## src/common/ecdsa_pkg.sv

```systemverilog
package ecdsa_pkg;

  // Stream and scalar geometry
  localparam int WORD_BITS = 64;
  localparam int SCALAR_BITS = 256;
  localparam int SCALAR_WORDS = SCALAR_BITS / WORD_BITS;

  // Header, index, s, r, z
  localparam int CMD_WORDS = 2 + 3 * SCALAR_WORDS;
  // Header, index, status, u1, u2
  localparam int RPL_WORDS = 3 + 2 * SCALAR_WORDS;

  // secp256k1 group order
  localparam logic [SCALAR_BITS-1:0] CURVE_N =
    256'hFFFFFFFF_FFFFFFFF_FFFFFFFF_FFFFFFFE_BAAEDCE6_AF48A03B_BFD25E8C_D0364141;

  // One extra bit for sums that can reach 2n
  localparam logic [SCALAR_BITS:0] CURVE_N_EXT = {1'b0, CURVE_N};

  typedef enum logic [15:0] {
    CMD_PREP_SCALARS = 16'h0010,
    RPL_PREP_SCALARS = 16'h0011
  } cmd_code_e;

  typedef struct packed {
    cmd_code_e   cmd;
    logic [15:0] reserved;
    logic [31:0] len;
  } cmd_header_t;

  typedef struct packed {
    logic [WORD_BITS-1:0] dat;
    logic                 sop;
    logic                 eop;
  } stream_beat_t;

  typedef logic [SCALAR_BITS-1:0] scalar_t;

  // Low byte of the reply status word
  typedef struct packed {
    logic       out_of_range_s;
    logic       out_of_range_r;
    logic [5:0] reserved;
  } sig_flags_t;

  typedef struct packed {
    logic [WORD_BITS-1:0] index;
    sig_flags_t           flags;
    scalar_t              s;
    scalar_t              r;
    scalar_t              z;
  } sig_job_t;

  typedef struct packed {
    logic [WORD_BITS-1:0] index;
    sig_flags_t           flags;
    scalar_t              w;
    scalar_t              r;
    scalar_t              z;
  } inv_job_t;

  typedef struct packed {
    logic [WORD_BITS-1:0] index;
    sig_flags_t           flags;
    scalar_t              u1;
    scalar_t              u2;
  } rpl_job_t;

endpackage

```

## src/verilog/cmd_parser.sv

```systemverilog
`timescale 1ns/1ns

module cmd_parser import ecdsa_pkg::*; (
  input                i_clk,
  input                i_rst,
  input  stream_beat_t i_cmd,
  input                i_cmd_val,
  output logic         o_cmd_rdy,
  output sig_job_t     o_job,
  output logic         o_job_val,
  input                i_job_rdy
);

  typedef enum logic [1:0] {
    P_IDLE,
    P_INDEX,
    P_BODY,
    P_IGNORE
  } parse_state_e;

  parse_state_e state;
  logic [$clog2(3*SCALAR_WORDS)-1:0] cnt;
  cmd_header_t hdr;
  sig_flags_t chk_flags;
  logic accept;

  assign accept = i_cmd_val && o_cmd_rdy;
  assign hdr = i_cmd.dat;

  // s and r are complete by the time the z words arrive
  always_comb begin
    chk_flags = '0;
    chk_flags.out_of_range_s = (o_job.s == '0) || (o_job.s >= CURVE_N);
    chk_flags.out_of_range_r = (o_job.r == '0) || (o_job.r >= CURVE_N);
  end

  always_ff @(posedge i_clk) begin
    if (i_rst) begin
      state <= P_IDLE;
      cnt <= '0;
      o_cmd_rdy <= 1'b0;
      o_job_val <= 1'b0;
    end else begin
      if (o_job_val && i_job_rdy) begin
        o_job_val <= 1'b0;
      end
      if (!o_job_val || i_job_rdy) begin
        o_cmd_rdy <= 1'b1;
      end

      case (state)
        P_IDLE: begin
          if (accept) begin
            if (hdr.cmd == CMD_PREP_SCALARS) begin
              state <= P_INDEX;
            end else if (!i_cmd.eop) begin
              state <= P_IGNORE;
            end
          end
        end
        P_INDEX: begin
          if (accept) begin
            o_job.index <= i_cmd.dat;
            cnt <= '0;
            state <= P_BODY;
          end
        end
        P_BODY: begin
          if (accept) begin
            case (cnt[3:2])
              2'd0: o_job.s[cnt[1:0]*WORD_BITS +: WORD_BITS] <= i_cmd.dat;
              2'd1: o_job.r[cnt[1:0]*WORD_BITS +: WORD_BITS] <= i_cmd.dat;
              default: o_job.z[cnt[1:0]*WORD_BITS +: WORD_BITS] <= i_cmd.dat;
            endcase
            cnt <= cnt + 1'b1;
            if (cnt == 4'(3*SCALAR_WORDS-1)) begin
              // Hold the stream until the inverter takes this job
              o_job.flags <= chk_flags;
              o_job_val <= 1'b1;
              o_cmd_rdy <= 1'b0;
              state <= P_IDLE;
            end
          end
        end
        P_IGNORE: begin
          if (accept && i_cmd.eop) begin
            state <= P_IDLE;
          end
        end
        default: state <= P_IDLE;
      endcase
    end
  end

endmodule

```

## config.mk

```make
export PLATFORM = sky130hd
export DESIGN_NAME = cmd_parser
export DESIGN_NICKNAME = d
export VERILOG_FILES = /design/src/common/ecdsa_pkg.sv /design/src/verilog/cmd_parser.sv
export SDC_FILE = /design/constraint.sdc
export NUM_CORES = 1
export LEC_CHECK = 0
export BUFFER_PORTS_ARGS = -buffer_cell sky130_fd_sc_hd__buf_2
export CORE_AREA = 8 8 353 355
export DETAILED_ROUTE_END_ITERATION = 10
export DIE_AREA = 0 0 361 363
export PLACE_DENSITY_LB_ADDON = 0.05
export SKIP_LAST_GASP = 1
export SYNTH_ARGS = -nofsm -noshare
export SYNTH_HDL_FRONTEND = slang
export SYNTH_SLANG_ARGS = --single-unit
```

## constraint.sdc

```tcl
create_clock -name i_clk -period 9.44 [get_ports i_clk]
set_clock_uncertainty 0.1 [all_clocks]
set_input_delay 1.888 -clock i_clk [delete_from_list [all_inputs] [get_ports i_clk]]
set_output_delay 1.888 -clock i_clk [all_outputs]
set_load 0.01 [all_outputs]
```

==> Flow_metrics.wiki <==
{| class="wikitable"
! Metric !! Value
|-
| Final-report hold violation count || 0
|-
| Area of the core region || 0.119 mm2
|-
| TritonCTS clock tree || built
|-
| Arr. time, crit path || 5.02 ns
|-
| Remaining global-route overflow || 0
|-
| Cell at the root of the clock tree || sky130_fd_sc_hd__clkbuf_16
|-
| Area occupied by multi-input gates || roughly 0.0048 mm2
|-
| Final standard cell utilization of the core || 33.5%
|-
| Die width || approximately 360 um
|-
| Terminating pin of the worst hold path || o_cmd_rdy
|-
| Max-slew headroom at the worst pin || 23.6%
|-
| Post-place instance area || about 0.037 mm2
|-
| Setup violation total in the final timing report || 0
|-
| Num Clock Sinks || 842
|-
| Worst Path Required || 9.64 ns
|-
| Type of element launching the critical path || input pin
|-
| Post-route setup TNS || 0 ns
|-
| Synth Area per Inst || 18.3 um2
|-
| Setup Fix Bufs, Post-CTS || 0
|-
| Worst-skew pair later-pin latency || 0.68 ns
|-
| Vias per cell || 4.98
|-
| Maximum VDD drop || roughly 0.11 mV
|-
| Final critical-path share of the clock period || 51.1%
|-
| Share of synthesized registers carrying an async set or reset || 0%
|-
| Beginning of the worst hold path || o_cmd_rdy
|-
| Measured slew at the worst slew-check pin || 1.15 ns
|-
| Top cell family by delay on the critical path || simple AND/OR/NAND/NOR gates
|-
| Cell Chain, Critical Path || buf_2 -> and2_1 -> nand2_1 -> nor4_1 -> nor2b_1 -> and2_2 -> buf_4
|-
| Buffers added on ports || 904
|-
| TritonCTS buffer count || 95
|-
| Vias in the first global route || between 20000 and 25000
|-
| Total power density per cell area || around 200 mW/mm2
|-
| Critical path capture point type || flip-flop
|-
| Stage delay of the slowest cell on the critical path || 0.72 ns
|-
| Part of the Yosys area used for sequential elements || 83.8%
|-
| Y dimension of the die || between 300 and 400 um
|-
| Worst path bufs/invs || 2
|-
| Slowest cell on crit path || sky130_fd_sc_hd__nor4_1
|-
| Aggregate global-route resource usage || 25.7%
|-
| Antenna violations before repair || 45
|-
| Mapped Area || roughly 0.03 mm2
|-
| Total power || 7.96 mW
|-
| Minimum clock period || 4.82 ns
|-
| Number of gates resized after cts || 0
|-
| Overall die area || roughly 0.13 mm2
|-
| Hold Worst Slack || 0.435 ns
|-
| Max H-tree Level || 3
|-
| Maximum Capacitance Violations || 0
|-
| Cell leakage power || 13.0 nW
|-
| Unique cell type count in the Yosys netlist || 56
|-
| Hold-fix buffers at CTS || 0
|-
| Average wire per cell in the routed design || 41.0 um
|-
| Register clock-pin slew on the reported worst setup and hold paths || ~0.060 ns
|-
| Worst Setup Path Type || in2reg
|-
| Setup repair after global routing missed its margin || false
|-
| Net total in the final layout || 2719
|-
| Primary FF master, synth || sky130_fd_sc_hd__edfxtp_1
|-
| Outcome || completed
|-
| IO Count || 912
|-
| Routed via count || 21300
|-
| Remaining routing DRC violations || 0
|-
| Initial Utilization || 25.3%
|-
| Global-route wire length before repair || ~220000 um
|-
| Endpoint of the most critical register-to-register path || o_job[658]
|-
| Number of iterations in the first detailed-routing pass || 5
|-
| Worst hold path stage count || 2
|-
| Critical path fanouts, max || 42
|-
| Cell count after synthesis || 1639
|-
| Register-to-Register Path Depth || 6
|-
| Wire length after detailed routing || 176000 um
|-
| Cell area after layout || 0.0398 mm2
|-
| Signed area change from the synthesized netlist to the final layout || 32.5%
|-
| Count of final max-slew check failures || 0
|-
| Sum of net half-perimeters after detailed placement || approximately 140000 um
|-
| Setup slack, reg-to-reg || approximately 5.5 ns
|-
| Filler cells || roughly 12000
|-
| Post-route ant nets || 0
|-
| Register Area || 0.0252 mm2
|-
| Count of flip-flops with a built-in enable after synthesis || around 830
|-
| Pin count of the biggest net entering global routing || 65
|-
| Worst hold path class || reg2reg
|-
| Synth warnings || 0
|-
| Achievable frequency || 0.207 GHz
|-
| Final GP Congestion || 0.868
|-
| Number of flip-flops and latches in the synthesized netlist || 842
|-
| Fraction of layout instances using a drive strength above 1 || roughly 41%
|-
| Placement Rows || roughly 130
|-
| Max clock buf depth || 3
|-
| Iteration-0 DRC Markers || 2018
|-
| Startpoint of the most critical register-to-register path || o_cmd_rdy
|}
-- tightest hold or removal path, delay by kind of cell, from the launching register on --
kind	cells	cell delay, ns
flops	1	0.33
simple gates	2	0.16
-- registers in the layout, indices dropped and copies added, names as in the netlist --
register   count
o_job        834
cnt            4
state          2
o_cmd_rdy      1
o_job_val      1
-- synth_stat cells, types with 7 or more instances --
cell | count | share of area [%]
sky130_fd_sc_hd__a21oi_1 | 16 | 0.27
sky130_fd_sc_hd__and2_1 | 265 | 5.5
sky130_fd_sc_hd__and3_1 | 11 | 0.23
sky130_fd_sc_hd__and4_1 | 7 | 0.20
sky130_fd_sc_hd__clkbuf_1 | 28 | 0.35
sky130_fd_sc_hd__dfxtp_1 | 8 | 0.53
sky130_fd_sc_hd__edfxtp_1 | 834 | 83
sky130_fd_sc_hd__inv_1 | 12 | 0.15
sky130_fd_sc_hd__nand2_1 | 23 | 0.29
sky130_fd_sc_hd__nand3_1 | 25 | 0.42
sky130_fd_sc_hd__nand4_1 | 109 | 2.3
sky130_fd_sc_hd__nor2_1 | 39 | 0.49
sky130_fd_sc_hd__nor3_1 | 19 | 0.32
sky130_fd_sc_hd__nor4_1 | 135 | 2.8
sky130_fd_sc_hd__o211ai_1 | 9 | 0.22
sky130_fd_sc_hd__o21ai_0 | 13 | 0.22
-- routing by layer --
layer	routed length, um	part of all wire (%)	up-vias	track usage [%]
met3	15100	8.6	149	7.08
met4	3740	2.1	0	5.98
met2	86600	49	1181	44.3
met1	70200	40	11400	32.0
met5	0	0	-	0
li1	-	-	8641	-
-- where the power goes --
group / internal, mW / switching (mW) / total [mW] / leakage [nW]
clock network: 2.13 / 1.58 / 3.71 / 1.50
registers: 4.08 / 0.00724 / 4.09 / 6.71
logic: 0.0318 / 0.129 / 0.161 / 4.81
total: 6.25 / 1.72 / 7.96 / 13.0
-- cell families (layout without fill, tap and decap cells) --
kind of cell	count (synthesis)	after routing	synth area share, %
DFF	842	842	83.8
and+or+nand+nor	667	667	13.5
AOI/OAI and AO/OA	78	78	1.81
buffers and inverters	46	1122	0.649
adders and majority gates	5	5	0.208
other	1	24	0.0125
-- cell type report --
cell class              instances  area share [%]
diodes                         18           0.113
clock buffers                 108            6.14
clock inverters                65            1.53
inverters                      12           0.113
multi-input cells             756            12.0
flip-flops and latches        842            63.3
well taps                    1548            4.86
repair buffers                937            12.0
-- worst max path at each step --
stage,start,to,slack (ns),cells past startpoint
final,i_cmd_val,o_job[658],4.62,7
after global routing,i_cmd_val,o_job[658],4.40,7
after CTS,i_cmd_val,o_job[661],4.69,7
after detailed placement,i_cmd_val,o_job[656],3.96,7
after global placement,i_cmd_val,o_job[656],4.04,7
after floorplan,i_rst,o_job[776],3.17,2
-- placed cells by master (no fill, tap or decap), types with 12 or more instances in the layout --
master                      count
sky130_fd_sc_hd__buf_2        904
sky130_fd_sc_hd__edfxtp_1     834
sky130_fd_sc_hd__and2_1       257
sky130_fd_sc_hd__nor4_1       130
sky130_fd_sc_hd__nand4_1      109
sky130_fd_sc_hd__clkbuf_16     96
sky130_fd_sc_hd__nor2_1        39
sky130_fd_sc_hd__buf_4         33
sky130_fd_sc_hd__clkinv_1      28
sky130_fd_sc_hd__nand3_1       25
sky130_fd_sc_hd__nand2_1       23
sky130_fd_sc_hd__diode_2       18
sky130_fd_sc_hd__nor3_1        18
sky130_fd_sc_hd__clkinv_2      17
sky130_fd_sc_hd__a21oi_1       16
sky130_fd_sc_hd__o21ai_0       13
sky130_fd_sc_hd__inv_1         12
sky130_fd_sc_hd__clkbuf_1      12
-- per-stage QoR --
| step | std cells | worst slack [ns] |
|---|---|---|
| detailed placement | 4095 | 3.96 |
| finish | 4286 | 4.62 |
| global placement | 4095 | 4.04 |
| floorplan | 1644 | 3.17 |
| global route | 4268 | 4.40 |
| CTS | 4268 | 4.69 |
Power figures use the tool's default switching activity.
