<file path="config.mk">
export PLATFORM = sky130hd
export DESIGN_NAME = reply_packer
export DESIGN_NICKNAME = d
export VERILOG_FILES = /design/src/common/ecdsa_pkg.sv /design/src/verilog/reply_packer.sv
export SDC_FILE = /design/constraint.sdc
export NUM_CORES = 1
export LEC_CHECK = 0
export ABC_CLOCK_PERIOD_IN_PS = 79400
export BUFFER_PORTS_ARGS = -buffer_cell sky130_fd_sc_hd__buf_4
export CAP_MARGIN = 5
export CORE_AREA = 2 2 257 259
export DETAILED_ROUTE_END_ITERATION = 6
export DIE_AREA = 0 0 259 261
export GPL_TIMING_DRIVEN = 1
export MAX_ROUTING_LAYER = met4
export PLACE_DENSITY_LB_ADDON = 0.08
export SLEW_MARGIN = 30
export SYNTH_ARGS = -nofsm -noshare
export SYNTH_HDL_FRONTEND = slang
export SYNTH_SLANG_ARGS = --single-unit
</file>
<file path="constraint.sdc">
create_clock -name i_clk -period 79.4 [get_ports i_clk]
set_clock_uncertainty 0.2 [all_clocks]
set_input_delay 15.88 -clock i_clk [delete_from_list [all_inputs] [get_ports i_clk]]
set_output_delay 15.88 -clock i_clk [all_outputs]
set_load 0.01 [all_outputs]
</file>
<file path="src/common/ecdsa_pkg.sv">
package ecdsa_pkg;

  // Stream and scalar geometry
  localparam int WORD_BITS = 64;
  localparam int SCALAR_BITS = 256;
  localparam int SCALAR_WORDS = SCALAR_BITS / WORD_BITS;

  // Header, index, s, r, z
  localparam int CMD_WORDS = 2 + 3 * SCALAR_WORDS;
  // Header, index, status, u1, u2
  localparam int RPL_WORDS = 3 + 2 * SCALAR_WORDS;

  // secp256k1 group order
  localparam logic [SCALAR_BITS-1:0] CURVE_N =
    256'hFFFFFFFF_FFFFFFFF_FFFFFFFF_FFFFFFFE_BAAEDCE6_AF48A03B_BFD25E8C_D0364141;

  // One extra bit for sums that can reach 2n
  localparam logic [SCALAR_BITS:0] CURVE_N_EXT = {1'b0, CURVE_N};

  typedef enum logic [15:0] {
    CMD_PREP_SCALARS = 16'h0010,
    RPL_PREP_SCALARS = 16'h0011
  } cmd_code_e;

  typedef struct packed {
    cmd_code_e   cmd;
    logic [15:0] reserved;
    logic [31:0] len;
  } cmd_header_t;

  typedef struct packed {
    logic [WORD_BITS-1:0] dat;
    logic                 sop;
    logic                 eop;
  } stream_beat_t;

  typedef logic [SCALAR_BITS-1:0] scalar_t;

  // Low byte of the reply status word
  typedef struct packed {
    logic       out_of_range_s;
    logic       out_of_range_r;
    logic [5:0] reserved;
  } sig_flags_t;

  typedef struct packed {
    logic [WORD_BITS-1:0] index;
    sig_flags_t           flags;
    scalar_t              s;
    scalar_t              r;
    scalar_t              z;
  } sig_job_t;

  typedef struct packed {
    logic [WORD_BITS-1:0] index;
    sig_flags_t           flags;
    scalar_t              w;
    scalar_t              r;
    scalar_t              z;
  } inv_job_t;

  typedef struct packed {
    logic [WORD_BITS-1:0] index;
    sig_flags_t           flags;
    scalar_t              u1;
    scalar_t              u2;
  } rpl_job_t;

endpackage

</file>
<file path="src/verilog/reply_packer.sv">
`timescale 1ns/1ns

module reply_packer import ecdsa_pkg::*; (
  input                i_clk,
  input                i_rst,
  input  rpl_job_t     i_job,
  input                i_job_val,
  output logic         o_job_rdy,
  output stream_beat_t o_rpl,
  output logic         o_rpl_val,
  input                i_rpl_rdy
);

  rpl_job_t job_q;
  logic busy;
  logic [$clog2(RPL_WORDS)-1:0] beat;
  logic [$clog2(RPL_WORDS)-1:0] word_idx;
  cmd_header_t hdr;

  assign o_job_rdy = !busy;
  assign o_rpl_val = busy;

  always_comb begin
    hdr.cmd = RPL_PREP_SCALARS;
    hdr.reserved = '0;
    hdr.len = 32'(RPL_WORDS * 8);
  end

  // Scalar words start at beat 3, u1 first then u2
  assign word_idx = beat - 4'd3;

  always_comb begin
    o_rpl.sop = (beat == 0);
    o_rpl.eop = (beat == 4'(RPL_WORDS-1));
    case (beat)
      4'd0: o_rpl.dat = hdr;
      4'd1: o_rpl.dat = job_q.index;
      4'd2: o_rpl.dat = {{(WORD_BITS-8){1'b0}}, job_q.flags};
      default: begin
        if (beat < 4'(3 + SCALAR_WORDS)) begin
          o_rpl.dat = job_q.u1[word_idx[1:0]*WORD_BITS +: WORD_BITS];
        end else begin
          o_rpl.dat = job_q.u2[word_idx[1:0]*WORD_BITS +: WORD_BITS];
        end
      end
    endcase
  end

  always_ff @(posedge i_clk) begin
    if (i_job_val && o_job_rdy) begin
      job_q <= i_job;
    end
  end

  always_ff @(posedge i_clk) begin
    if (i_rst) begin
      busy <= 1'b0;
      beat <= '0;
    end else if (!busy) begin
      if (i_job_val) begin
        busy <= 1'b1;
        beat <= '0;
      end
    end else if (i_rpl_rdy) begin
      if (beat == 4'(RPL_WORDS-1)) begin
        busy <= 1'b0;
      end else begin
        beat <= beat + 1'b1;
      end
    end
  end

endmodule

</file>
==> reports/metrics.cfg, run 1 <==
[status]
run_status=finished, final reports clean

[synth]
syn_inst=1501
yosysSeqAreaShare_pct=77.0
ys_top_cells_by_area=edfxtp_1 77%, nand2_1 5.0%, mux2i_1 2.7%, a31o_1 1.9%, a22oi_1 1.8%
yosysTopAreaCell=edfxtp_1
yosys.cell_types.count=44
syn_avg_cell_area_sq_um=15.3
syn-cell-area_sq_um=22900
ys.flop_type=edfxtp_1
synth_edf_count=584
syn-num-nets=2093
synth_top_area_share_pct=76.6
synth_seq_cells=589
synthArstFlopShare_pct=0
yosysWarnings=0

[drt]
firstDrtPassIters=5
drtIter0Drc=1285
wirelength_mm=77.4
dr_total_vias=15600
via_per_inst=5.03
drcViolationCount=0
drtAntennaViolNets=0
post_drt_wl_per_cell_microns=24.9

[placement]
gp_congestion=0.895
placed_area_sq_um=28600
numPortBuffers=655
dp_hpwl_mm=52.4
dp_cells=2941

[timing]
setup_viol_count_final=0
hold_viol_final=0
max_freq_ghz=0.0491
fin_crit_ns=20.37
maxSlewViolCount=0
period_share_pct=25.7
tightest_slew_ns=0.994
fin_tns_setup_ns=0
rsz0062_at_grt=no
max_slew_margin_pct=33.8

[hold_path]
hp-class=flop to flop

[cts]
cts_buffer_depth=3
clk_latency_ns=0.59
root_buffer=clkbuf_16
postCtsHoldBufs=0
cts_made_buffers=69
cts_sinks=589
cts-htree-levels=3
cts_resized=0
clk_pin_slew_ns=0.05
post-cts-setup-buffers=0
cts_tree=done

[die]
die_height_microns=261
die_w_microns=259
rows=94
die_area_sq_um=67600
core_area_sq_um=65000
initial_core_util_pct=35.2
pin_count=656

[finish]
post-route-util_pct=47.5
layout-drive-gt1-share_pct=35.9
fin_area_sq_um=30900
syn_to_final_growth_pct=34.9
final_cell_count_no_fill=3102
final_common_cell=buf_4
final_cell_mix=674 x buf_4, 584 x edfxtp_1, 305 x nand2_1, 72 x clkbuf_16, 62 x mux2i_1
finalNetCount=2740
final.fill_count=5822

[pwr]
leakagePower_uw=0.0123
power_density_nw_per_um2=23.7
peakVddDrop_uv=14.3

[grt]
grt_pass1_wl_mm=108
grt_start_max_net_pins=152
track_usage_pct=22.9
first_global_vias=15800
grt_overflow=0
grt_antenna_before_repair=40

[job]
maxCapViolCount=0

[worst_setup_path]
r2r_slack_ns=75.32
reg2regPathDepth=5
cp_cell_sequence=inv_1, ha_1, nor2_4, buf_4, a22oi_1, a31o_2, buf_4
cp_max_fo=34
regToRegEndpoint=job_q[554]
cpMostUsedCell=buf_4
critPathCaptureType=primary output
max_stage_delay_ns=0.76
criticalPathCategory=flop to primary output
worst_setup_path_start_kind=flop
critPathLaunch=beat[0]
reg2reg_from=o_rpl_val
required_ns=63.32
cp_slowest_cell=nor2_4
arrival_ns=4.29
endpoint=o_rpl[24]

-- per-stage QoR --
step | power, uW | worst slack [ns] | hold slack [ns]
global route | 759 | 58.70 | 0.473
finish | 732 | 59.03 | 0.445
floorplan | 410 | 36.55 | 0.396
global placement | 431 | 59.26 | 0.415
detailed placement | 431 | 59.20 | 0.438
CTS | 741 | 58.49 | 0.450
-- per-layer routing --
layer	track usage (%)	part of all wire (%)	vias up
met5	-	0	-
met4	10.0	2.8	0
met3	5.66	7.3	114
met2	36.3	50	631
met1	27.8	39	7746
li1	-	-	7107
-- cells in the mapped netlist (2+ instances only) --
master / number
a211oi_1: 5
a21o_1: 8
a21oi_1: 61
a221o_1: 4
a221oi_1: 11
a22o_1: 5
a22oi_1: 54
a311oi_1: 4
a31o_1: 50
a31o_2: 5
a31oi_1: 61
a32oi_1: 2
and2_1: 4
and3_1: 54
buf_1: 4
buf_2: 48
buf_4: 9
buf_6: 7
clkbuf_1: 32
dfxtp_1: 5
edfxtp_1: 584
ha_1: 4
inv_1: 4
mux2_1: 3
mux2_2: 2
mux2i_1: 62
nand2_1: 305
nand2b_1: 2
nand3_1: 55
nand3b_1: 7
nor2_1: 7
nor2b_1: 10
nor3_1: 4
nor3b_1: 8
xor2_1: 2
-- power breakdown --
group          leakage, uW  switching, uW  internal [uW]
combinational      0.00561           27.9           29.1
sequential         0.00560           4.64            363
clock              0.00106            125            183
-- cell type report --
class / count / area [sq um] / share of cell area, %
sequential: 589 / 17600 / 57.1
timing repair buffer: 677 / 5120 / 16.6
multi-input combinational: 807 / 4780 / 15.5
clock buffer: 89 / 1880 / 6.07
tap: 864 / 1080 / 3.50
clock inverter: 32 / 295 / 0.955
antenna: 40 / 100 / 0.324
inverter: 4 / 15.0 / 0.0486
-- how the worst min path moves through the flow --
stage              start   endpoint  slack (ns)  cells past startpoint
3_3_place_gp   o_rpl_val  o_rpl_val        0.41                      3
6_report       o_rpl_val  o_rpl_val        0.44                      3
3_5_place_dp   o_rpl_val  o_rpl_val        0.44                      3
5_1_grt        o_rpl_val  o_rpl_val        0.47                      2
2_1_floorplan  o_rpl_val  o_rpl_val        0.40                      3
4_1_cts        o_rpl_val  o_rpl_val        0.45                      3
-- critical path, delay by kind of cell, from the launching register on --
family                   cells  cell delay (ns)
AO/OA/AOI/OAI                2             0.59
flip-flops                   1             0.64
buffers and inverters        3             1.02
AND/OR/NAND/NOR              1             0.76
adder cells (fa/ha/maj)      1             0.63
-- state kept, by name, indices dropped and copies added (netlist names) --
name,count
o_rpl_val,1
beat,4
job_q,584
-- logic make-up (layout without fill, tap and decap cells) --
| kind of cell | count (synthesis) | in the layout | synth area share (%) |
|---|---|---|---|
| AOI/OAI and AO/OA | 275 | 275 | 8.51 |
| buffers and inverters | 105 | 802 | 2.36 |
| DFF | 589 | 589 | 77.0 |
| adders and majority gates | 4 | 4 | 0.218 |
| other | 0 | 40 | 0 |
| muxes | 67 | 67 | 2.95 |
| xor gates and xnor gates | 2 | 2 | 0.0765 |
| and+or+nand+nor | 459 | 459 | 8.89 |
Note: power is estimated with default switching activity, not from simulation.
==> run 2, diff against run 1 <==
--- a/config.mk
+++ b/config.mk
@@ -5,12 +5,12 @@
 export SDC_FILE = /design/constraint.sdc
 export NUM_CORES = 1
 export LEC_CHECK = 0
-export ABC_CLOCK_PERIOD_IN_PS = 79400
+export ABC_CLOCK_PERIOD_IN_PS = 17900
 export BUFFER_PORTS_ARGS = -buffer_cell sky130_fd_sc_hd__buf_4
 export CAP_MARGIN = 5
-export CORE_AREA = 2 2 257 259
+export CORE_AREA = 2 2 252 254
 export DETAILED_ROUTE_END_ITERATION = 6
-export DIE_AREA = 0 0 259 261
+export DIE_AREA = 0 0 254 256
 export GPL_TIMING_DRIVEN = 1
 export MAX_ROUTING_LAYER = met4
 export PLACE_DENSITY_LB_ADDON = 0.08
==> constraint.sdc (replaced) <==
create_clock -name i_clk -period 17.9 [get_ports i_clk]
set_clock_uncertainty 0.2 [all_clocks]
set_input_delay 3.58 -clock i_clk [delete_from_list [all_inputs] [get_ports i_clk]]
set_output_delay 3.58 -clock i_clk [all_outputs]
set_load 0.01 [all_outputs]
==> run 2 against run 1 <==
Against the previous run:
- sequential cell count did not move
- final area is 0.40% higher
- clock power rose to 4.5 times the previous value
- worst setup slack lost 49 ns
- combinational power increased to 4.4 times the previous value
- core utilization rose by 2.2 points
- via count shrank 1.1%
- critical path depth unchanged
- non-clock buffer count down 1
- power grew to 4.5 times the previous value
- critical path type unchanged
- critical endpoint is now o_rpl[50]
- highest routed layer unchanged
==> reports/metrics.cfg, run 2 (synthesized netlist as in run 1, its figures left out) <==
[cts]
cts_made_buffers=70  ; +1.4%
cts_tree=done
clk_latency_ns=0.59  ; about the same
post-cts-setup-buffers=0  ; unchanged
clk_pin_slew_ns=0.06  ; about the same
cts_sinks=589  ; unchanged
cts-htree-levels=3  ; unchanged
cts_buffer_depth=3  ; unchanged
postCtsHoldBufs=0  ; unchanged
cts_resized=0  ; unchanged
root_buffer=clkbuf_16

[finish]
layout-drive-gt1-share_pct=36.1  ; +0.25 points
final_common_cell=buf_4
fin_area_sq_um=31000  ; +0.40%
largest_reg_flops=584  ; unchanged
post-route-util_pct=49.7  ; +2.2 points
top_register=job_q
finalNetCount=2740  ; unchanged
final_cell_mix=662 x buf_4, 584 x edfxtp_1, 305 x nand2_1, 74 x clkbuf_16, 62 x mux2i_1
syn_to_final_growth_pct=35.5
final.fill_count=5549  ; -4.7%

[worst_setup_path]
cp_max_fo=32  ; -5.9%
reg2reg_from=o_rpl_val
critPathLaunch=beat[0]
arrival_ns=4.50  ; +0.21 ns
criticalPathCategory=flop to primary output
required_ns=14.12  ; -49.20 ns
worst_setup_path_start_kind=flop
critPathCaptureType=primary output

[timing]
period_share_pct=46.2
fin_tns_setup_ns=0  ; unchanged
tightest_slew_ns=0.936  ; -0.0572 ns
fin_crit_ns=8.28
max_slew_margin_pct=37.4  ; +3.7 points
maxSlewViolCount=0  ; unchanged
rsz0062_at_grt=no
hold_ws_ns=0.519  ; +0.0739 ns
max_freq_ghz=0.121
setup_viol_count_final=0  ; unchanged
hold_viol_final=0  ; unchanged
worst_slack_ns=9.62  ; -49.41 ns

[drt]
dr_total_vias=15400  ; -1.1%
drtIter0Drc=1183  ; -7.9%
post_drt_wl_per_cell_microns=24.7  ; -0.89%
drtAntennaViolNets=0  ; unchanged
firstDrtPassIters=5  ; unchanged
drcViolationCount=0  ; unchanged
wirelength_mm=76.2  ; -1.4%
via_per_inst=5.00  ; -0.51%

[grt]
first_global_vias=15800  ; -0.16%
grt_pass1_wl_mm=107  ; -1.6%
track_usage_pct=23.5  ; +0.63 points
grt_antenna_before_repair=37  ; -7.5%
grt_overflow=0  ; unchanged
grt_start_max_net_pins=104  ; -32%

[job]
maxCapViolCount=0  ; unchanged

[placement]
numPortBuffers=655  ; unchanged
dp_hpwl_mm=50.9  ; -2.9%
gp_congestion=0.893  ; -0.20%
pre_cts_ws_ns=10.25  ; -48.95 ns
placed_area_sq_um=28700  ; about the same

[pwr]
peakVddDrop_uv=108  ; +650%
leakagePower_uw=0.0123  ; +0.60%
power_density_nw_per_um2=106  ; +350%

[die]
pin_count=656  ; unchanged
die_area_sq_um=65000  ; -3.8%
initial_core_util_pct=36.7  ; +1.5 points
die_height_microns=256  ; -1.9%
core_area_sq_um=62400  ; -4.1%
rows=92  ; -2.1%
die_w_microns=254  ; -1.9%

[hold_path]
worstHoldStart=beat[1]
hp-class=flop to flop

[status]
run_status=finished, final reports clean

==> run 2: cell types whose count changed in the layout (fill, tap and decap cells not counted), sizes merged <==
| cell | delta |
|---|---|
| clkinvlp | +1 |
| clkbuf | -2 |
| inv | -1 |
| clkinv | +6 |
| diode | -3 |
| buf | -1 |
| bufinv | +1 |
==> run 2: critical path, stage by stage (launching register included) <==
cell     delay [ns]
dfxtp_1        0.91
inv_1          0.31
ha_1           0.82
and2_4         0.63
buf_4          0.58
a32oi_1        0.12
a221o_1        0.35
buf_4          0.16
==> run 2: final timing paths <==
path,to,slack (ns),cells past startpoint
setup / recovery,o_rpl[50],9.62,7
hold reg to reg,beat[3],0.52,3
hold / removal,beat[3],0.52,3
setup reg to reg,job_q[361],14.71,4
==> run 2: layout make-up <==
| class | instances | area (sq um) | share of cell area (%) |
|---|---|---|---|
| Multi-Input combinational cell | 807 | 4770 | 15.4 |
| Clock buffer | 87 | 1900 | 6.12 |
| Inverter | 4 | 15.0 | 0.0484 |
| Sequential cell | 589 | 17600 | 56.8 |
| Tap cell | 846 | 1060 | 3.41 |
| Timing Repair Buffer | 676 | 5190 | 16.7 |
| Antenna cell | 37 | 92.6 | 0.298 |
| Clock inverter | 39 | 359 | 1.16 |
==> run 2: per-stage QoR <==
step                      power, uW  cells
after floorplan                1770   1501
after global placement         1910   2919
after detailed placement       1910   2922
after CTS                      3320   3048
after global routing           3400   3085
final                          3290   3085
==> run 2: layer usage <==
metal,vias to the layer above,share of wire [%],global-route usage [%]
li1,7117,-,-
met3,116,8.3,7.21
met2,634,50,37.8
met4,0,2.7,9.69
met1,7566,39,27.3
met5,-,0,-
==> run 2: power breakdown <==
group | switching (uW) | leakage [uW] | internal [uW] | total, uW
clock | 564 | 0.00111 | 841 | 1400
sequential | 20.3 | 0.00560 | 1610 | 1630
combinational | 122 | 0.00563 | 131 | 253
